==> config.mk <==
export PLATFORM = sky130hd
export DESIGN_NAME = raycast_top
export DESIGN_NICKNAME = d
export VERILOG_FILES = /design/src/hw/raycast_pkg.sv /design/src/hw/vga_timing.sv /design/src/hw/texture_fetch_ctrl.sv /design/src/hw/qspi_serializer.sv /design/src/hw/texel_buffer.sv /design/src/hw/wall_column_render.sv /design/src/hw/raycast_top.sv
export SDC_FILE = /design/constraint.sdc
export NUM_CORES = 1
export LEC_CHECK = 0
export ABC_CLOCK_PERIOD_IN_PS = 24000
export BUFFER_PORTS_ARGS = -buffer_cell sky130_fd_sc_hd__buf_2
export CAP_MARGIN = 30
export CORE_MARGIN = 1
export CORE_UTILIZATION = 50
export DETAILED_ROUTE_END_ITERATION = 6
export PLACE_DENSITY = 0.67
export SLEW_MARGIN = 20
export SYNTH_ARGS = -nofsm -noshare
export SYNTH_HDL_FRONTEND = slang
export SYNTH_SLANG_ARGS = --single-unit
==> constraint.sdc <==
create_clock -name clk -period 24 [get_ports clk]
set_input_delay 3.6 -clock clk [delete_from_list [all_inputs] [get_ports clk]]
set_output_delay 3.6 -clock clk [all_outputs]
set_load 0.02 [all_outputs]
==> src/hw/raycast_pkg.sv <==
package raycast_pkg;

  // VGA 640x480 timing, one pixel per clk
  localparam int H_VIEW       = 640;  // Visible pixels per line
  localparam int H_TOTAL      = 800;
  localparam int H_SYNC_START = 656;
  localparam int H_SYNC_END   = 752;  // First pixel after hsync
  localparam int V_VIEW       = 480;  // Visible lines per frame
  localparam int V_TOTAL      = 525;
  localparam int V_SYNC_START = 490;
  localparam int V_SYNC_END   = 492;  // First line after vsync
  localparam int HALF_VIEW    = H_VIEW / 2;  // Wall centre, also floor/sky split

  // Quad-output fast read from the texture flash
  localparam logic [7:0] TSPI_CMD = 8'h6B;
  localparam int TSPI_CMD_LEN      = 8;   // Command bits on io0
  localparam int TSPI_ADDR_LEN     = 24;  // Address bits on io0
  localparam int TSPI_DUMMY_LEN    = 8;   // Turnaround clocks
  localparam int TSPI_PREAMBLE_LEN = TSPI_CMD_LEN + TSPI_ADDR_LEN + TSPI_DUMMY_LEN;
  localparam int TEXEL_COUNT       = 64;  // Texels in one wall slice
  localparam int TSPI_READ_LEN     = TEXEL_COUNT * 2;  // Two nibbles per texel

  // Preamble ends exactly as the visible part of the line ends
  localparam int FETCH_START = H_VIEW - TSPI_PREAMBLE_LEN;

  // Texture step is unsigned 6.6 fixed point
  localparam int TEXV_FRAC_BITS = 6;

  typedef logic [9:0]  pos_t;        // hpos or vpos
  typedef logic [5:0]  rgb_t;        // {b1,b0,g1,g0,r1,r0}
  typedef logic [5:0]  texel_idx_t;  // Texel within a slice
  typedef logic [23:0] tex_addr_t;   // Flash byte address
  typedef logic [1:0]  wall_id_t;
  typedef logic [8:0]  wall_size_t;  // Half-width of the wall slice
  typedef logic [11:0] tex_step_t;   // Texture v per pixel

  // Flash fetch sequence, one state per part of the transaction
  typedef enum logic [2:0] {
    FETCH_IDLE,   // CS high
    FETCH_CMD,    // 8 command bits out
    FETCH_ADDR,   // 24 address bits out
    FETCH_DUMMY,  // io0 turned around
    FETCH_READ    // 128 nibbles in
  } fetch_state_t;

endpackage

==> src/hw/vga_timing.sv <==
module vga_timing (
  input  logic              clk,
  input  logic              reset,
  output raycast_pkg::pos_t o_hpos,
  output raycast_pkg::pos_t o_vpos,
  output logic              o_hsync,
  output logic              o_vsync,
  output logic              o_hblank,
  output logic              o_vblank,
  output logic              o_hmax,
  output logic              o_visible
);
  import raycast_pkg::*;

  pos_t h_next;
  pos_t v_next;
  logic h_end;
  logic v_end;

  // Next counter values; sync and blank flags are decoded from these
  // so that the registered flags line up with the registered counters
  always_comb begin
    h_end  = (o_hpos == pos_t'(H_TOTAL - 1));
    v_end  = (o_vpos == pos_t'(V_TOTAL - 1));
    h_next = h_end ? '0 : o_hpos + 1'b1;
    v_next = o_vpos;
    if (h_end) begin
      v_next = v_end ? '0 : o_vpos + 1'b1;  // Frame wrap
    end
  end

  always_ff @(posedge clk) begin
    if (reset) begin
      o_hpos   <= '0;
      o_vpos   <= '0;
      o_hsync  <= 1'b0;
      o_vsync  <= 1'b0;
      o_hblank <= 1'b0;
      o_vblank <= 1'b0;
    end else begin
      o_hpos   <= h_next;
      o_vpos   <= v_next;
      o_hsync  <= (h_next >= pos_t'(H_SYNC_START)) && (h_next < pos_t'(H_SYNC_END));
      o_vsync  <= (v_next >= pos_t'(V_SYNC_START)) && (v_next < pos_t'(V_SYNC_END));
      o_hblank <= (h_next >= pos_t'(H_VIEW));
      o_vblank <= (v_next >= pos_t'(V_VIEW));
    end
  end

  assign o_hmax    = h_end;  // Line-end strobe
  assign o_visible = !o_hblank && !o_vblank;

endmodule

==> src/hw/texture_fetch_ctrl.sv <==
module texture_fetch_ctrl (
  input  logic                    clk,
  input  logic                    reset,
  input  raycast_pkg::pos_t       i_hpos,
  input  logic                    i_hmax,
  input  logic                    i_req,
  input  raycast_pkg::wall_id_t   i_wall_id,
  input  logic                    i_side,
  input  raycast_pkg::texel_idx_t i_texu,
  input  raycast_pkg::wall_size_t i_wall_size,
  input  raycast_pkg::tex_step_t  i_tex_step,
  input  raycast_pkg::rgb_t       i_sky_rgb,
  input  raycast_pkg::rgb_t       i_floor_rgb,
  output logic                    o_ack,
  output logic                    o_tex_csb,
  output logic                    o_tex_oeb0,
  output logic                    o_ser_load,
  output raycast_pkg::tex_addr_t  o_ser_addr,
  output logic                    o_ser_shift,
  output logic                    o_capture,
  output logic                    o_odd_nibble,
  output raycast_pkg::wall_size_t o_wall_size,
  output raycast_pkg::tex_step_t  o_tex_step,
  output raycast_pkg::rgb_t       o_sky_rgb,
  output raycast_pkg::rgb_t       o_floor_rgb
);
  import raycast_pkg::*;

  wall_id_t     pend_wall_id;  // Latest descriptor from the host
  logic         pend_side;
  texel_idx_t   pend_texu;
  wall_size_t   pend_size;
  tex_step_t    pend_step;
  rgb_t         pend_sky;
  rgb_t         pend_floor;
  wall_size_t   act_size;      // Display fields of the slice being fetched
  tex_step_t    act_step;
  rgb_t         act_sky;
  rgb_t         act_floor;
  fetch_state_t state;
  fetch_state_t state_next;
  logic [$clog2(TSPI_READ_LEN)-1:0] phase;  // Cycle within the current state
  logic         phase_last;
  logic         fetch_go;

  // Strobe on the cycle before FETCH_START, so load and staging land as hpos reaches it
  assign fetch_go = (i_hpos == pos_t'(FETCH_START - 1));

  // Four-phase req/ack; a new descriptor simply replaces the pending one
  always_ff @(posedge clk) begin
    if (reset) begin
      o_ack        <= 1'b0;
      pend_wall_id <= '0;
      pend_side    <= 1'b0;
      pend_texu    <= '0;
      pend_size    <= '0;
      pend_step    <= '0;
      pend_sky     <= '0;
      pend_floor   <= '0;
    end else if (i_req && !o_ack) begin
      o_ack        <= 1'b1;
      pend_wall_id <= i_wall_id;
      pend_side    <= i_side;
      pend_texu    <= i_texu;
      pend_size    <= i_wall_size;
      pend_step    <= i_tex_step;
      pend_sky     <= i_sky_rgb;
      pend_floor   <= i_floor_rgb;
    end else if (!i_req && o_ack) begin
      o_ack <= 1'b0;  // Host released req
    end
  end

  // Pending -> active at fetch start, active -> display at line end
  always_ff @(posedge clk) begin
    if (reset) begin
      act_size    <= '0;
      act_step    <= '0;
      act_sky     <= '0;
      act_floor   <= '0;
      o_wall_size <= '0;
      o_tex_step  <= '0;
      o_sky_rgb   <= '0;
      o_floor_rgb <= '0;
    end else begin
      if (fetch_go) begin
        act_size  <= pend_size;
        act_step  <= pend_step;
        act_sky   <= pend_sky;
        act_floor <= pend_floor;
      end
      if (i_hmax) begin  // Texture just fetched is drawn on the next line
        o_wall_size <= act_size;
        o_tex_step  <= act_step;
        o_sky_rgb   <= act_sky;
        o_floor_rgb <= act_floor;
      end
    end
  end

  always_comb begin
    state_next = state;
    phase_last = 1'b0;
    unique case (state)
      FETCH_IDLE:  phase_last = fetch_go;
      FETCH_CMD:   phase_last = (phase == TSPI_CMD_LEN - 1);
      FETCH_ADDR:  phase_last = (phase == TSPI_ADDR_LEN - 1);
      FETCH_DUMMY: phase_last = (phase == TSPI_DUMMY_LEN - 1);
      FETCH_READ:  phase_last = (phase == TSPI_READ_LEN - 1);
      default:     phase_last = 1'b1;
    endcase
    if (phase_last) begin
      state_next = (state == FETCH_READ) ? FETCH_IDLE : fetch_state_t'(state + 1'b1);
    end
  end

  always_ff @(posedge clk) begin
    if (reset) begin
      state <= FETCH_IDLE;
      phase <= '0;
    end else begin
      state <= state_next;
      phase <= (phase_last || state == FETCH_IDLE) ? '0 : phase + 1'b1;
    end
  end

  assign o_tex_csb    = (state == FETCH_IDLE);  // Active low
  assign o_tex_oeb0   = (state == FETCH_DUMMY) || (state == FETCH_READ);  // io0 as input
  assign o_ser_load   = fetch_go;
  assign o_ser_addr   = tex_addr_t'({pend_wall_id, pend_side, pend_texu, texel_idx_t'(0)});
  assign o_ser_shift  = (state == FETCH_CMD) || (state == FETCH_ADDR);
  assign o_capture    = (state == FETCH_READ);
  assign o_odd_nibble = phase[0];  // Even nibble low planes, odd nibble high planes

endmodule

==> src/hw/qspi_serializer.sv <==
module qspi_serializer (
  input  logic                   clk,
  input  logic                   reset,
  input  logic                   i_load,
  input  raycast_pkg::tex_addr_t i_addr,
  input  logic                   i_shift,
  output logic                   o_out0
);
  import raycast_pkg::*;

  // Command then address, MSB goes out first
  logic [TSPI_CMD_LEN+TSPI_ADDR_LEN-1:0] shreg;

  always_ff @(posedge clk) begin
    if (reset) begin
      shreg <= '0;
    end else if (i_load) begin
      shreg <= {TSPI_CMD, i_addr};
    end else if (i_shift) begin
      shreg <= {shreg[TSPI_CMD_LEN+TSPI_ADDR_LEN-2:0], 1'b0};  // Next bit to the top
    end
  end

  // Flash samples io0 on the rising sclk, mid-cycle, so the bit is settled by then
  assign o_out0 = i_shift ? shreg[TSPI_CMD_LEN+TSPI_ADDR_LEN-1] : 1'b0;

endmodule

==> src/hw/texel_buffer.sv <==
module texel_buffer (
  input  logic                    clk,
  input  logic                    i_capture,
  input  logic                    i_odd_nibble,
  input  logic [3:0]              i_tex_in,
  input  raycast_pkg::texel_idx_t i_texel,
  output raycast_pkg::rgb_t       o_texel_rgb
);
  import raycast_pkg::*;

  // Colour planes indexed 0=r, 1=g, 2=b; bit j of a plane belongs to texel j
  logic [TEXEL_COUNT-1:0] plane_lo [3];  // Colour LSBs, from even nibbles
  logic [TEXEL_COUNT-1:0] plane_hi [3];  // Colour MSBs, from odd nibbles

  // Shift in from the top, so the first texel of the read ends up at bit 0.
  // io3 carries nothing we use
  always_ff @(posedge clk) begin
    if (i_capture) begin
      for (int c = 0; c < 3; c++) begin
        if (i_odd_nibble) begin
          plane_hi[c] <= {i_tex_in[c], plane_hi[c][TEXEL_COUNT-1:1]};
        end else begin
          plane_lo[c] <= {i_tex_in[c], plane_lo[c][TEXEL_COUNT-1:1]};
        end
      end
    end
  end

  // Reassemble one texel as b1 b0 g1 g0 r1 r0
  assign o_texel_rgb = {
    plane_hi[2][i_texel], plane_lo[2][i_texel],  // Blue
    plane_hi[1][i_texel], plane_lo[1][i_texel],  // Green
    plane_hi[0][i_texel], plane_lo[0][i_texel]   // Red
  };

endmodule

==> src/hw/wall_column_render.sv <==
module wall_column_render (
  input  logic                    clk,
  input  logic                    reset,
  input  raycast_pkg::pos_t       i_hpos,
  input  logic                    i_visible,
  input  logic                    i_hmax,
  input  raycast_pkg::wall_size_t i_wall_size,
  input  raycast_pkg::tex_step_t  i_tex_step,
  input  raycast_pkg::rgb_t       i_sky_rgb,
  input  raycast_pkg::rgb_t       i_floor_rgb,
  input  raycast_pkg::rgb_t       i_texel_rgb,
  output raycast_pkg::texel_idx_t o_texel,
  output raycast_pkg::rgb_t       o_rgb
);
  import raycast_pkg::*;

  logic [10:0] hpos_plus_size;  // One bit wider, span edges can pass 0 or 800
  logic [10:0] span_end;
  logic        wall_on;
  tex_step_t   tex_v;           // Texture v accumulator, same 6.6 format as the step

  // Centred span, HALF_VIEW - size <= hpos < HALF_VIEW + size
  always_comb begin
    hpos_plus_size = 11'(i_hpos) + 11'(i_wall_size);
    span_end       = 11'(HALF_VIEW) + 11'(i_wall_size);
    wall_on        = (hpos_plus_size >= 11'(HALF_VIEW)) && (11'(i_hpos) < span_end);
  end

  // Restart v at each line end, step once per wall pixel.
  // Wraps modulo 64 texels by its width
  always_ff @(posedge clk) begin
    if (reset) begin
      tex_v <= '0;
    end else if (i_hmax) begin
      tex_v <= '0;
    end else if (wall_on) begin
      tex_v <= tex_v + i_tex_step;
    end
  end

  // Integer part, taken before this pixel's add
  assign o_texel = tex_v[TEXV_FRAC_BITS +: $bits(texel_idx_t)];

  // Pixel mux: black in blanking, wall texel, else floor on the left half and sky right
  always_comb begin
    if (!i_visible) begin
      o_rgb = '0;
    end else if (wall_on) begin
      o_rgb = i_texel_rgb;
    end else if (i_hpos < pos_t'(HALF_VIEW)) begin
      o_rgb = i_floor_rgb;
    end else begin
      o_rgb = i_sky_rgb;
    end
  end

endmodule

==> src/hw/raycast_top.sv <==
module raycast_top (
  input  logic                    clk,
  input  logic                    reset,
  input  logic                    i_req,        // Column descriptor handshake
  input  raycast_pkg::wall_id_t   i_wall_id,
  input  logic                    i_side,
  input  raycast_pkg::texel_idx_t i_texu,
  input  raycast_pkg::wall_size_t i_wall_size,
  input  raycast_pkg::tex_step_t  i_tex_step,
  input  raycast_pkg::rgb_t       i_sky_rgb,
  input  raycast_pkg::rgb_t       i_floor_rgb,
  input  logic [3:0]              i_tex_in,     // Flash io[3:0]
  output logic                    o_ack,
  output logic                    o_hsync_n,
  output logic                    o_vsync_n,
  output logic                    o_hblank,
  output logic                    o_vblank,
  output raycast_pkg::pos_t       o_hpos,
  output raycast_pkg::pos_t       o_vpos,
  output raycast_pkg::rgb_t       o_rgb,
  output logic                    o_tex_csb,
  output logic                    o_tex_sclk,
  output logic                    o_tex_out0,
  output logic                    o_tex_oeb0    // 1 when io0 is an input
);
  import raycast_pkg::*;

  logic       hsync;
  logic       vsync;
  logic       hmax;
  logic       visible;
  logic       ser_load;
  tex_addr_t  ser_addr;
  logic       ser_shift;
  logic       capture;
  logic       odd_nibble;
  wall_size_t wall_size;    // Display fields for the current line
  tex_step_t  tex_step;
  rgb_t       sky_rgb;
  rgb_t       floor_rgb;
  texel_idx_t texel;
  rgb_t       texel_rgb;

  assign o_hsync_n  = ~hsync;  // VGA syncs are active low
  assign o_vsync_n  = ~vsync;
  assign o_tex_sclk = ~clk;    // Full-rate SPI clock, io0 launched on clk rise

  vga_timing i_vga_timing (
    .clk       (clk),
    .reset     (reset),
    .o_hpos    (o_hpos),
    .o_vpos    (o_vpos),
    .o_hsync   (hsync),
    .o_vsync   (vsync),
    .o_hblank  (o_hblank),
    .o_vblank  (o_vblank),
    .o_hmax    (hmax),
    .o_visible (visible)
  );

  texture_fetch_ctrl i_fetch_ctrl (
    .clk          (clk),
    .reset        (reset),
    .i_hpos       (o_hpos),
    .i_hmax       (hmax),
    .i_req        (i_req),
    .i_wall_id    (i_wall_id),
    .i_side       (i_side),
    .i_texu       (i_texu),
    .i_wall_size  (i_wall_size),
    .i_tex_step   (i_tex_step),
    .i_sky_rgb    (i_sky_rgb),
    .i_floor_rgb  (i_floor_rgb),
    .o_ack        (o_ack),
    .o_tex_csb    (o_tex_csb),
    .o_tex_oeb0   (o_tex_oeb0),
    .o_ser_load   (ser_load),
    .o_ser_addr   (ser_addr),
    .o_ser_shift  (ser_shift),
    .o_capture    (capture),
    .o_odd_nibble (odd_nibble),
    .o_wall_size  (wall_size),
    .o_tex_step   (tex_step),
    .o_sky_rgb    (sky_rgb),
    .o_floor_rgb  (floor_rgb)
  );

  qspi_serializer i_serializer (
    .clk     (clk),
    .reset   (reset),
    .i_load  (ser_load),
    .i_addr  (ser_addr),
    .i_shift (ser_shift),
    .o_out0  (o_tex_out0)
  );

  texel_buffer i_texel_buffer (
    .clk          (clk),
    .i_capture    (capture),
    .i_odd_nibble (odd_nibble),
    .i_tex_in     (i_tex_in),
    .i_texel      (texel),
    .o_texel_rgb  (texel_rgb)
  );

  wall_column_render i_render (
    .clk         (clk),
    .reset       (reset),
    .i_hpos      (o_hpos),
    .i_visible   (visible),
    .i_hmax      (hmax),
    .i_wall_size (wall_size),
    .i_tex_step  (tex_step),
    .i_sky_rgb   (sky_rgb),
    .i_floor_rgb (floor_rgb),
    .i_texel_rgb (texel_rgb),
    .o_texel     (texel),
    .o_rgb       (o_rgb)
  );

endmodule

======== Word-level counts from Yosys, hierarchy flattened ========
Memory sizes are Yosys's and may differ from the RTL's.
Index checks and enable logic that the tools add are counted.
cells by class
  add/sub/neg operators ................... 7
  order comparisons ....................... 10
  equal/unequal tests ..................... 10
  multiplexer cells ....................... 31
  bitwise gates (word level) .............. 3
  reductions and logical operators ........ 20
operators with widths
  operator                 count
  $mux W31                 2
  $bmux W1 S6              6
  $eq A10 B10 Y1 const B   3
  $mux W10                 3
  $add A10 B1 Y10 const B  2
  $ge A10 B10 Y1 const B   2
  $ge A10 B9 Y1 const B    2
  $lt A10 B9 Y1 const B    2
  $mux W6                  3
  $mux W1                  15
  $add A12 B12 Y12         1
  $add A10 B9 Y11          1
  $ge A11 B9 Y1 const B    1
  $lt A10 B11 Y1           1
  $add A9 B9 Y10 const A   1
  $lt A10 B10 Y1 const B   1
  $reduce_or A2 Y1         4
  $add A7 B1 Y7 const B    1
  $eq A7 B3 Y1 const B     1
  $eq A7 B5 Y1 const B     1
  $eq A7 B7 Y1 const B     1
  $lt A6 B7 Y1 const B     1
  $eq A3 B2 Y1 const B     2
  $logic_and A1 B1 Y1      6
  10 further kinds         18
storage, ports and cells
  flip-flop bits (word level) ............. 181
  RAM bits ................................ 384
  output and inout port bits .............. 35
  logic and storage cells ................. 110
  memories kept ........................... 2
memory list
  memory                   words  bits a word  read ports  clocked after memory_dff  wr ports  line                source
  i_texel_buffer.plane_hi  3      64           3           0                         3         texel_buffer.sv:13  logic [TEXEL_COUNT-1:0] plane_hi [3];
  i_texel_buffer.plane_lo  3      64           3           0                         3         texel_buffer.sv:12  logic [TEXEL_COUNT-1:0] plane_lo [3];

======== Longest topological paths before layout ========
Gate-level depths: netlist (run 1).
  depth in word-level cells ............... 5
  depth in mapped cells ................... 11

======== Modules after synthesis ========
Synthesis (run 1) repeated with hierarchy kept, for this count alone.
second synthesis, totals
  cells, all modules ...................... 1653
  area total of the unflattened synthesis .. 23814.1 µm²
by module, submodules not included
  module              times used  cells an instance  area each (µm²)  seq. area each (µm²)
  texel_buffer        1           669                14759.2          11531.1
  texture_fetch_ctrl  1           480                4539.4           2382.3
  wall_column_render  1           219                1801.7           240.2
  qspi_serializer     1           134                1443.9           640.6
  vga_timing          1           148                1258.7           480.5
  raycast_top         1           3                  11.3             0.0

==> results of run 1 <==
## worst paths after layout
check                            startpoint                              to  slack [ns]  cells past startpoint
max                                     clk                      o_tex_sclk        7.63                      5
min reg2reg  i_texel_buffer.plane_hi[0][54]  i_texel_buffer.plane_hi[0][53]        0.44                      0
min          i_texel_buffer.plane_hi[0][54]  i_texel_buffer.plane_hi[0][53]        0.44                      0
max reg2reg               i_render.tex_v[6]              i_render.tex_v[11]       20.44                      8
## kinds of logic after synthesis
group                      synth area share, %
DFF                                      66.53
and+or+nand+nor                          8.251
AOI/OAI and AO/OA                        7.174
muxes                                    12.58
buffers and inverters                    2.076
adders and majority gates                2.428
xor gates and xnor gates                0.9613
## cell usage in the layout (no fill, tap or decap), drive strengths merged, types with 20 or more instances in the layout
| cell | count |
|---|---|
| edfxtp | 384 |
| o21ai | 24 |
| inv | 24 |
| mux2i | 62 |
| a22oi | 25 |
| ha | 41 |
| a21oi | 95 |
| clkbuf | 73 |
| nor2 | 110 |
| buf | 102 |
| dfxtp | 181 |
| nand2 | 240 |
| a22o | 20 |
| mux4 | 96 |
## layout make-up
cell class,count,area (um^2),share of cell area (%)
inverters,23,86.33,0.3367
clock inverters,29,291.5,1.137
well taps,592,740.7,2.889
repair buffers,101,603.1,2.352
clock buffers,74,1575,6.144
multi-input cells,913,7179,28.00
flip-flops and latches,565,15160,59.14
## state kept, by name, indices dropped and copies added, names as in the netlist, 3 cells and up
register                  flops
i_texel_buffer.plane_hi     192
i_texel_buffer.plane_lo     192
i_serializer.shreg           26
i_fetch_ctrl.act_step        12
i_fetch_ctrl.o_tex_step      12
i_fetch_ctrl.pend_step       12
i_render.tex_v               12
i_vga_timing.o_hpos          10
i_vga_timing.o_vpos          10
i_fetch_ctrl.act_size         9
i_fetch_ctrl.o_wall_size      9
i_fetch_ctrl.pend_size        9
i_fetch_ctrl.phase            7
i_fetch_ctrl.act_floor        6
i_fetch_ctrl.act_sky          6
i_fetch_ctrl.o_floor_rgb      6
i_fetch_ctrl.o_sky_rgb        6
i_fetch_ctrl.pend_floor       6
i_fetch_ctrl.pend_sky         6
i_fetch_ctrl.pend_texu        6
i_fetch_ctrl.state            3
## through the flow
step	util, %	std cells	setup WS (ns)	power, mW
after floorplan	-	1590	8.272	1.104
after global placement	53.20	2194	8.232	1.123
after detailed placement	53.25	2195	8.232	1.124
after CTS	57.41	2296	7.600	2.005
after global routing	57.48	2297	7.608	2.048
final	57.48	2297	7.633	1.983
## power groups by stage
| stage | Combinational, mW | Clock, mW | Sequential [mW] |
|---|---|---|---|
| floorplan | 0.0418 | 0.00299 | 1.06 |
| global placement | 0.0595 | 0.00440 | 1.06 |
| detailed placement | 0.0604 | 0.00440 | 1.06 |
| CTS | 0.0609 | 0.906 | 1.04 |
| global route | 0.0670 | 0.942 | 1.04 |
| finish | 0.0608 | 0.884 | 1.04 |
## metal layers
layer / GRT usage [%] / up-vias / wire length, um / part of all wire (%)
met1: 27.07 / 6644 / 19650 / 46
li1: - / 6130 / - / -
met4: 5.366 / 0 / 726 / 1.7
met2: 30.75 / 279 / 20970 / 49
met5: 0 / - / 0 / 0
met3: 2.819 / 55 / 1819 / 4.2
==> results.yml, run 1 <==
drt:
  first_pass_iters: 6
  vias_per_cell: 5.707
  final_antenna_net_count: 0
  wirelength_um: 43160
  drtIter0Drc: 965
  vias: 13110
  drc: 0
  wl_per_cell_um: 18.79
clocking:
  post_cts_resize_count: 0
  cts.reportedPaths.clkPinSlew_ns: 0.06
  cts_root_buf: "clkbuf_16"
  postCtsSetupBuffers: 0
  cts_max_level: 2
  clockBufferDepth: 3
  cts_hold_buffers: 0
  clk_latency_ns: 0.60
  cts_inserted_buffers: 55
  cts_tree: "done"
cells_and_area:
  diodes: 0
  final_area_mm2: 0.02564
  layout-drive-gt1-share_pct: 18.53
  area_growth_pct: 12.56
  fill_cells: 3519
  nets: 1753
floorplanning:
  start_util_pct: 51.06
  die-area_mm2: 0.04641
  die_y_um: 215.4
  num_io_pins: 84
  rows: 77
  die_w_um: 215.4
  core_area_mm2: 0.04461
sta:
  slew_viol_final: 0
  setup-tns-final_ns: 0
  setup_viol: 0
  finalHoldViolCount: 0
  fin_skew_ns: 0.02618
  hold_ws_ns: 0.4416
  worst_pin_slew_ns: 1.030
  slew_headroom_pct: 31.36
  rsz0062_at_grt: "false"
pwr:
  internal_power_mw: 1.568
  seq_power_share_pct: 52.4
  vdd_drop_max_mv: 0.06032
  power_switching_mw: 0.4147
  leakagePower_nw: 8.641
  clkPwrFrac_pct: 44.6
  power.share.combinational_pct: 3.1
  p_per_area_mw_per_mm2: 77.34
  switching_share_pct: 20.92
setup_path:
  critPathCaptureType: "output port"
  cpMostUsedCell: "clkbuf_16"
  cp_max_fo: 14
  critPathLaunchType: "clock port"
  worstPathBufferInverterCount: 5
  max_stage_delay_ns: 0.23
  path_cells: "clkbuf_16, clkbuf_16, clkbuf_16, inv_1, buf_2"
  crit_slowest_cell: "clkbuf_16"
  required_ns: 20.40
  cp.arrival_ns: 12.77
  worstSetupPathType: "clock port to output port"
  crit_family: "buffers and inverters"
place:
  gp_congestion: 0.7978
  place_hpwl_um: 25650
  dpl_cell_area_mm2: 0.02375
  io_buffer_count: 82
worst_hold_path:
  hp-class: "register to register"
logic_synthesis:
  synth_area_leader_cell: "edfxtp_1"
  synth_cells: 1590
  ys_types: 72
  syn_area_mm2: 0.02278
  synth_most_common_cell: "edfxtp_1"
  synth.ff_latch_count: 565
  yosys_warnings: 0
  synth_top_flop_cell: "edfxtp_1"
  ys_seq_area_share_pct: 66.53
  yosysTopAreaCellShare_pct: 50.62
  synth_edf_count: 384
  synth_area_leaders: "edfxtp_1 (51%), dfxtp_1 (16%), mux4_2 (9.5%)"
  synth_commonest_cells: "edfxtp_1 (384), nand2_1 (240), dfxtp_1 (181), nor2_1 (109), mux4_2 (96)"
  synth_fp_nets: 1682
  ys_async_sr_fraction_pct: 0
  postSynthAreaPerCell_um2: 14.33
global_route:
  grt_overflow: 0
  grt_max_degree: 193
  grt.total_usage_pct: 19.06
  grt_pass1_vias: 13120
  grt_pass1_wl_um: 70770
  antenna_found_initial: 0
run_status:
  outcome: "complete, no violations"
run:
  drv_cap: 0
Note: power is estimated with default switching activity, not from simulation.
==> run 2, diff against run 1 <==
Settings changed: ABC_AREA set to 1, ABC_CLOCK_PERIOD_IN_PS 24000 to 16300.
Clock period 24 ns to 16.3 ns, I/O delays scaled along.
==> results.yml, run 2 <==
run_status:
  outcome: "complete, no violations"
floorplanning:
  core_area_mm2: 0.04665
  die_w_um: 219.9
  num_io_pins: 84
  rows: 79
  die_y_um: 219.9
  die-area_mm2: 0.04836
  start_util_pct: 50.89
run:
  drv_cap: 0
logic_synthesis:
  synthXorXnorAreaFrac_pct: 0.8853
  synth_commonest_cells: "nand2_1 (590), nand3_1 (412), edfxtp_1 (384), dfxtp_1 (181), nor2_1 (170)"
  synth_cells: 2395
  ys_async_sr_fraction_pct: 0
  synth_top_family_by_area: "simple AND/OR/NAND/NOR gates"
  synth_top_flop_cell: "edfxtp_1"
  synth_mux_area_share_pct: 0.2529
  ys_types: 39
  postSynthAreaPerCell_um2: 9.914
  synthSimpleGateAreaFrac_pct: 21.96
  synth_area_leader_cell: "edfxtp_1"
  synth_edf_count: 384
  synth_most_common_cell: "nand2_1"
  yosys_warnings: 0
  yosys.area_share.adder_pct: 2.329
  ys_seq_area_share_pct: 63.82
  synth_compound_area_share_pct: 5.981
  synth_area_leaders: "edfxtp_1 (49%), dfxtp_1 (15%), nand2_1 (9.3%)"
  synth_fp_nets: 2487
  syn_area_mm2: 0.02374
  yosysTopAreaCellShare_pct: 48.56
  synth.ff_latch_count: 565
cells_and_area:
  layout-drive-gt1-share_pct: 8.634
  fin_cells: 3074
  seq_area_mm2: 0.01516
  final_area_mm2: 0.02629
  final_common_cell: "nand2_1"
  top_regs: "i_texel_buffer.plane_hi (192), i_texel_buffer.plane_lo (192), i_serializer.shreg (26)"
  fill_cells: 4027
  area_growth_pct: 10.72
  diodes: 0
  fin_util_pct: 56.35
  multiInputGateArea_mm2: 0.007477
  nets: 2516
  layout_common_cells: "nand2_1 (590), nand3_1 (412), edfxtp_1 (384)"
global_route:
  grt_pass1_vias: 15760
  grt_max_degree: 193
  grt.total_usage_pct: 20.52
  grt_pass1_wl_um: 80470
  grt_overflow: 0
  antenna_found_initial: 0
sta:
  slew_viol_final: 0
  fin_skew_ns: 0.01468
  setup_viol: 0
  fin_ws_ns: 4.931
  slew_headroom_pct: 23.62
  worst_pin_slew_ns: 1.146
  rsz0062_at_grt: "false"
  finalHoldViolCount: 0
  hold_ws_ns: 0.4447
  setup-tns-final_ns: 0
clocking:
  post_cts_resize_count: 0
  postCtsSetupBuffers: 0
  cts_max_level: 2
  cts_hold_buffers: 0
  cts_inserted_buffers: 56
  cts_tree: "done"
  clk_latency_ns: 0.61
  clockBufferDepth: 3
  cts_root_buf: "clkbuf_16"
  cts.reportedPaths.clkPinSlew_ns: 0.06
place:
  gp_congestion: 0.8371
  pre_cts_slack_ns: 5.537
  dpl_cell_area_mm2: 0.02449
  dp.cells: 2971
  io_buffer_count: 82
  place_hpwl_um: 27580
drt:
  drtIter0Drc: 1228
  wirelength_um: 49260
  wl_per_cell_um: 16.02
  first_pass_iters: 6
  wl_met2_um: 22730
  met3WireLength_um: 2665
  final_antenna_net_count: 0
  vias: 16640
  drt-met1-wl_um: 22940
  vias_per_cell: 5.412
  drc: 0
  top_layer: "met4"
pwr:
  p_per_area_mw_per_mm2: 122.8
  clkPwrFrac_pct: 38.3
  vdd_drop_max_mv: 0.1078
  internal_power_mw: 2.441
  leakagePower_nw: 9.771
  power_switching_mw: 0.7871
  seq_power_share_pct: 53.4
  totalPowerFinal_mw: 3.228
  switching_share_pct: 24.38
  power.share.combinational_pct: 8.3
setup_path:
  critPathLaunchType: "clock port"
  cp.arrival_ns: 8.92
  worstSetupPathType: "clock port to output port"
  critPathCaptureType: "output port"
  required_ns: 13.86
  cp_max_fo: 15
worst_hold_path:
  hp-class: "register to register"
==> run 2: cell count changes after synthesis, sizes merged, moves of 56 or more <==
cell | before | now
nor2 | 110 | 171
mux2i | 62 | 6
nand3 | 18 | 413
inv | 24 | 134
nand2 | 240 | 598
o21ai | 24 | 127
mux4 | 96 | 0
==> run 2: logic make-up after synthesis <==
group / count (synthesis)
buf+inv: 269
xor+xnor: 24
simple gates: 1217
mux: 6
flops: 565
compound gates: 271
fa+ha+maj: 43
==> run 2: cell type report <==
| cell class | instances | share of cell area [%] |
|---|---|---|
| inverter | 135 | 1.951 |
| timing repair buffer | 103 | 2.370 |
| multi-input combinational | 1561 | 28.44 |
| tap | 607 | 2.889 |
| clock buffer | 83 | 6.092 |
| clock inverter | 20 | 0.5806 |
| sequential | 565 | 57.68 |
==> run 2: power by group through the flow <==
stage | combinational, mW | clock (mW) | sequential [mW]
floorplan | 0.192 | 0.00440 | 1.79
global placement | 0.257 | 0.00648 | 1.75
detailed placement | 0.266 | 0.00648 | 1.75
CTS | 0.266 | 1.27 | 1.72
global route | 0.298 | 1.32 | 1.73
finish | 0.267 | 1.24 | 1.72
==> run 2: metal layers <==
layer / track usage (%) / vias to the layer above
met5: 0 / -
met4: 6.115 / 0
met3: 2.871 / 61
met2: 32.14 / 449
met1: 29.64 / 7878
li1: - / 8249
==> run 2: final timing paths <==
| check | from | endpoint | slack [ns] | cells after the start |
|---|---|---|---|---|
| worst min register to register | i_fetch_ctrl.act_size[5] | i_fetch_ctrl.act_size[5] | 0.44 | 2 |
| worst max register to register | i_render.tex_v[7] | i_render.tex_v[9] | 13.53 | 9 |
| worst min-delay path | i_fetch_ctrl.act_size[5] | i_fetch_ctrl.act_size[5] | 0.44 | 2 |
| worst max-delay path | clk | o_tex_sclk | 4.93 | 5 |
==> run 2: critical path, cell delays in order <==
cell	delay, ns
clkbuf_16	0.16
clkbuf_16	0.23
clkbuf_16	0.19
inv_1	0.04
buf_2	0.15
